<file path="config.mk">
export PLATFORM = sky130hd
export DESIGN_NAME = rs_dec_csr
export DESIGN_NICKNAME = d
export VERILOG_FILES = /design/src/rs_dec_pkg.sv /design/src/rs_dec_csr.sv
export SDC_FILE = /design/constraint.sdc
export NUM_CORES = 1
export LEC_CHECK = 0
export BUFFER_PORTS_ARGS = -buffer_cell sky130_fd_sc_hd__buf_2
export CORE_ASPECT_RATIO = 1.2
export CORE_UTILIZATION = 40
export CTS_BUF_LIST = sky130_fd_sc_hd__clkbuf_2
export CTS_CLUSTER_DIAMETER = 60
export DETAILED_ROUTE_END_ITERATION = 10
export GPL_ROUTABILITY_DRIVEN = 1
export PLACE_DENSITY = 0.67
export SLEW_MARGIN = 5
export SYNTH_ARGS = -nofsm -noshare
export SYNTH_HDL_FRONTEND = slang
export SYNTH_SLANG_ARGS = --single-unit
</file>
<file path="constraint.sdc">
create_clock -name clk -period 8.46 [get_ports clk]
set_input_delay 0.846 -clock clk [delete_from_list [all_inputs] [get_ports clk]]
set_output_delay 0.846 -clock clk [all_outputs]
set_load 0.005 [all_outputs]
</file>
<file path="src/rs_dec_pkg.sv">
// Reed-Solomon decoder shared definitions
`default_nettype none

package rs_dec_pkg;

  // One host cache line and its address
  typedef logic [31:0]  t_cl_addr;
  typedef logic [511:0] t_cl_data;

  localparam int CL_BYTES = 64;

  // MMIO register map of the job descriptor
  typedef enum logic [2:0] {
    REG_CONTROL  = 3'd0,
    REG_SRC_ADDR = 3'd1,
    REG_SRC_SIZE = 3'd2,
    REG_DST_ADDR = 3'd3,
    REG_DST_SIZE = 3'd4,
    REG_DSM_ADDR = 3'd5
  } t_csr_reg;

  localparam logic [63:0] CTRL_START = 64'd1; // Written to REG_CONTROL to launch a job

  // Read side issues source line requests under a byte credit
  typedef enum logic [1:0] {
    RD_IDLE  = 2'd0,
    RD_FETCH = 2'd1,
    RD_WAIT  = 2'd2, // FIFO cannot take another line yet
    RD_DONE  = 2'd3
  } t_rd_state;

  // Write side packs decoded bytes and finishes with the status write
  typedef enum logic [2:0] {
    WR_IDLE    = 3'd0,
    WR_COLLECT = 3'd1,
    WR_DATA    = 3'd2, // A full line waits for the write channel
    WR_FINISH  = 3'd3,
    WR_DONE    = 3'd4
  } t_wr_state;

endpackage

`default_nettype wire
</file>
<file path="src/rs_dec_csr.sv">
// Job descriptor registers
`default_nettype none

module rs_dec_csr
  import rs_dec_pkg::*;
(
  input  wire logic        clk,
  input  wire logic        reset,
  input  wire logic        mmio_wr_valid,
  input  wire t_csr_reg    mmio_wr_addr,
  input  wire logic [63:0] mmio_wr_data,
  output logic             start,
  output t_cl_addr         src_addr,
  output t_cl_addr         src_size,
  output t_cl_addr         dst_addr,
  output t_cl_addr         dst_size,
  output t_cl_addr         dsm_addr
);

  logic start_hit;

  assign start_hit = mmio_wr_valid && (mmio_wr_addr == REG_CONTROL) &&
                     (mmio_wr_data == CTRL_START);

  always_ff @(posedge clk or posedge reset) begin
    if (reset) begin
      start <= 1'b0;
    end else begin
      start <= start_hit; // One cycle after the MMIO write
    end
  end

  // Sizes are in cache lines, addresses in line units
  always_ff @(posedge clk or posedge reset) begin
    if (reset) begin
      src_addr <= '0;
      src_size <= '0;
      dst_addr <= '0;
      dst_size <= '0;
      dsm_addr <= '0;
    end else if (mmio_wr_valid) begin
      case (mmio_wr_addr)
        REG_SRC_ADDR: src_addr <= mmio_wr_data[31:0];
        REG_SRC_SIZE: src_size <= mmio_wr_data[31:0];
        REG_DST_ADDR: dst_addr <= mmio_wr_data[31:0];
        REG_DST_SIZE: dst_size <= mmio_wr_data[31:0];
        REG_DSM_ADDR: dsm_addr <= mmio_wr_data[31:0];
        default: begin
          // Control and unused addresses leave the descriptor alone
        end
      endcase
    end
  end

  // Back-to-back start writes from the host would launch the FSMs twice
  start_is_pulse: assert property (
    @(posedge clk) disable iff (reset) start |=> !start
  );

endmodule

`default_nettype wire

</file>
# Yosys cells after proc, flatten, opt, wreduce, memory -nomap -nowiden
# Index checks and enable logic that the tools add are counted.
# word_totals
inputBits,70
reg_bits,161
elab_cells,20
out_inout_bits,161
# op_classes
reduce_logical,8
n_eq_ne,6
# op_table
cell,n
$eq A64 B1 Y1 const B,1
$reduce_and A2 Y1,5
$eq A3 B2 Y1 const B,2
$eq A3 B3 Y1 const B,2
$eq A3 B1 Y1 const B,1
$logic_not A3 Y1,1
$logic_and A1 B1 Y1,2

# Depth between registers and ports, before layout
# logic_depth
depth_word,3
ltp_mapped,5
ltp_nobuf,4

# Worst setup path before layout
# No wires, ideal clock.
# synth_path
kind,input to register
startpoint,input mmio_wr_addr[0]
endpoint,register src_size[10]
n_path_buf,2
setup_ps,125
setup_slack_ps,6494
stages,4
t_arrival_ps,1841
t_required_ps,8335
path_cell_list,nor4bb_1 -> clkbuf_1 -> buf_2 -> mux2_2
# synth_via
elab_chain_len,2
# synth_rtl
item,line,rtl
"start, declared",rs_dec_csr.sv:10,"input wire t_csr_reg mmio_wr_addr,"
$eq A3 B2 Y1,rs_dec_csr.sv:42,case (mmio_wr_addr)
$reduce_and A2 Y1 (no source line),n/a,
"end signal, assigned",rs_dec_csr.sv:44,REG_SRC_SIZE: src_size <= mmio_wr_data[31:0];
"end, declared",rs_dec_csr.sv:14,"output t_cl_addr src_size,"
# No other way between the ends.
# A chain may end at the register's enable or synchronous reset.

# Final worst setup path
# layout_path
startpoint,input mmio_wr_addr[0]
endpoint,register src_size[7]
# The elaborated chain is that of the path after synthesis.

==> metrics.md <==
| Metric | Value |
|---|---|
| Status | `completed` |
| Setup Fix Bufs, Post-CTS | `0` |
| Depth of the worst register-to-register path | `1` |
| Fin. Hold Viols | `0` |
| Met2 layer usage reported by global route | `32.80%` |
| Reported max-cap violation count | `0` |
| Post_cts resized | `0` |
| Number of H-tree levels | `4` |
| Count of nets left with antenna violations after detail routing | `0` |
| Global-route wire length before repair | `around 23,000 um` |
| Post-detailed-route via-to-cell ratio | `4.933` |
| TritonCTS clock tree | `yes` |
| Setup-violating endpoint count in the final report | `0` |
| Met1 Use GR | `between 20% and 30%` |
| Crit path required time | `9.05 ns` |
| Global-route track usage on met3 | `7.083%` |
| Core outline area | `15,020 um^2` |
| Min-delay worst type | `in -> async` |
| Endpoint class of the critical path | `register` |
| Relative max-transition margin | `24.23%` |
| Most common cell after layout, fill and taps aside | `sky130_fd_sc_hd__buf_2` |
| NumNets Final | `674` |
| Startpoint type of the worst setup path | `input port` |
| Via count of the first global-routing pass | `4,152` |
| Critical path class | `in -> reg` |
| Cells after synthesis | `368` |
| Setup repair after global routing missed its margin | `false` |
| Clock latency on the worst-skew pair | `0.69 ns` |
| Global placement routability congestion | `0.7237` |
| Post-route cell area | `7779 um^2` |
| Detailed-placement wirelength estimate | `10,240 um` |
| GRT Total Usage | `19.43%` |
| Number of antenna violations at the first check in global routing | `1` |
| Worst flop-to-flop path startpoint | `src_size[16]$_DFFE_PP0P_` |
| Endpoint of the lowest-slack register-to-register path | `src_size[16]$_DFFE_PP0P_` |
| Max Clock Freq | `460.1 MHz` |
| Port bufs | `230` |
| Global routing's busiest layer | `met2` |
| Proportion of synthesized chip area in sequential cells | `around two thirds` |
| Clock Skews | `0 ns` |
| Remaining routing DRC violations | `0` |
| DR WL/cell | `17.96 um` |
| Cell type with the highest aggregate area in the netlist | `sky130_fd_sc_hd__dfrtp_1` |
| Global-route congestion overflow total | `0` |
| Static leakage power | `0.003740 uW` |
| Synthesized area | `6148 um^2` |
| Die span in x | `115.2 um` |
| Total number of yosys warnings | `0` |
| Area fraction of the dominant cell type after synthesis | `65.53%` |
| Final period util | `25.69%` |
| Syn_area_per_cell | `16.71 um^2` |
| Synthesized net count | `438` |
| Worst hold slack | `between 0.2 and 0.3 ns` |
| Setup TNS after final layout | `0 ns` |
| Peak ir drop on the vdd network | `112.1 uV` |
| Total number of vias | `approximately 4,100` |
| DRT Wirelength | `14,750 um` |
| Max clock buf depth | `2` |
| Number of register bits inferred by synthesis | `161` |
| Initial cell density of the core | `40.93%` |
| Placement row count | `49` |
| Clock root buffer | `sky130_fd_sc_hd__clkbuf_2` |
| Transition time at the pin with the least slew margin | `1.134 ns` |
| Distinct cell type count of the synthesized netlist | `18` |
| Number of clock buffers inserted by TritonCTS | `17` |
| Fraction of final layout cells sized beyond drive strength 1 | `68.51%` |
| Area of the die | `15,870 um^2` |
| I/O Pins | `between 200 and 250` |
| Sinks on Clock Net | `around 160` |
| Final count of pins violating max slew | `0` |
| Cells taking the most area after synthesis | `sky130_fd_sc_hd__dfrtp_1, sky130_fd_sc_hd__mux2_2, sky130_fd_sc_hd__mux2_1, sky130_fd_sc_hd__nor4_1, sky130_fd_sc_hd__buf_2` |
| Critical path fanouts, max | `19` |
| Cell area after placement | `7540 um^2` |
| Worst endpoint data arrival time | `2.77 ns` |
| Setup slack of the worst register-to-register path | `7.67 ns` |
| Iteration-0 DRC count of the detailed router | `115` |
| Most frequent cells in the layout | `sky130_fd_sc_hd__buf_2, sky130_fd_sc_hd__dfrtp_1, sky130_fd_sc_hd__mux2_2` |
| Vertical extent of the die | `roughly 140 um` |
| Detailed-router iteration count before antenna repair | `4` |
| Power Dens Cells | `239.0 nW/um^2` |
| Area grow syn2layout | `26.52%` |
| Largest net degree at the start of global routing | `89` |
| Clock edge transition at the registers on the reported setup and hold paths | `0.22 ns` |
| Number of hold-repair buffers added at the cts stage | `0` |
| Final critical delay including setup and external delays | `2.174 ns` |
-- cell type report --
type                            instances  area, um^2
Antenna cell                            1       2.502
Fill cell                            1327        7242
Sequential cell                       161        4029
Clock buffer                           19       95.09
Tap cell                              204       255.2
Clock inverter                         12       141.4
Inverter                                1       8.758
Timing Repair Buffer                  234        1181
Multi-Input combinational cell        189        2066
-- power breakdown --
| group | switching (uW) | total, uW | internal [uW] |
|---|---|---|---|
| clock | 256 | 418 | 162 |
| sequential | 84.1 | 1020 | 935 |
| combinational | 175 | 422 | 247 |
| total | 515 | 1860 | 1340 |
-- metrics by stage --
stage / power, uW / instances / setup slack (ns) / utilization, %
final: 1859 / 821 / 6.286 / 51.79
after detailed placement: 1467 / 789 / 5.520 / 50.20
after floorplan: 1215 / 368 / 3.266 / -
after global placement: 1450 / 789 / 5.619 / 50.20
after global routing: 1975 / 821 / 6.159 / 51.79
after CTS: 1891 / 820 / 6.218 / 51.77
-- kinds of logic (layout without fill, tap and decap cells) --
group                  Yosys count  in the layout  synth area share, %
flip-flops                     161            161                65.53
buffers and inverters           18            266                1.526
multiplexers                   160            160                29.30
AND/OR/NAND/NOR                 29             29                3.643
other                            0              1                    0
-- sequential cells by signal (all words and copies together) (netlist names) --
| name | count |
|---|---|
| dsm_addr | 32 |
| start | 1 |
| src_addr | 32 |
| src_size | 32 |
| dst_size | 32 |
| dst_addr | 32 |
-- worst max-delay path by stage --
stage | cells after the start | endpoint | from | slack [ns]
finish | 4 | src_size[7]$_DFFE_PP0P_ | mmio_wr_addr[0] | 6.29
global route | 1 | dst_addr[17] | dst_addr[17]$_DFFE_PP0P_ | 6.16
CTS | 1 | src_size[31] | src_size[31]$_DFFE_PP0P_ | 6.22
detailed placement | 4 | src_size[18]$_DFFE_PP0P_ | mmio_wr_addr[0] | 5.52
global placement | 4 | src_size[7]$_DFFE_PP0P_ | mmio_wr_addr[0] | 5.62
floorplan | 1 | dsm_addr[0]$_DFFE_PP0P_ | reset | 3.27
-- layer usage --
layer,vias up,share of wire [%]
met5,-,0
met4,0,1.2
met3,11,6.9
met2,146,51
met1,2085,41
li1,1808,-
-- synthesized netlist by cell type --
library cell / number
sky130_fd_sc_hd__dfrtp_1: 161
sky130_fd_sc_hd__mux2_2: 151
sky130_fd_sc_hd__buf_2: 12
sky130_fd_sc_hd__nor4_1: 11
sky130_fd_sc_hd__mux2_1: 9
sky130_fd_sc_hd__nand4_1: 4
sky130_fd_sc_hd__nor4_2: 4
sky130_fd_sc_hd__buf_4: 3
sky130_fd_sc_hd__clkbuf_1: 2
sky130_fd_sc_hd__nor4bb_1: 2
sky130_fd_sc_hd__or4_1: 2
sky130_fd_sc_hd__inv_1: 1
sky130_fd_sc_hd__nand2_1: 1
sky130_fd_sc_hd__nand3_1: 1
sky130_fd_sc_hd__nand4b_1: 1
sky130_fd_sc_hd__nor2_2: 1
sky130_fd_sc_hd__nor2b_1: 1
sky130_fd_sc_hd__nor4b_2: 1
-- worst max-delay path, stage by stage --
cell	delay [ns]
sky130_fd_sc_hd__buf_2	0.18
sky130_fd_sc_hd__nor4bb_4	0.92
sky130_fd_sc_hd__buf_4	0.44
sky130_fd_sc_hd__mux2_2	0.37
No activity file was read; power rests on OpenSTA's default activity.
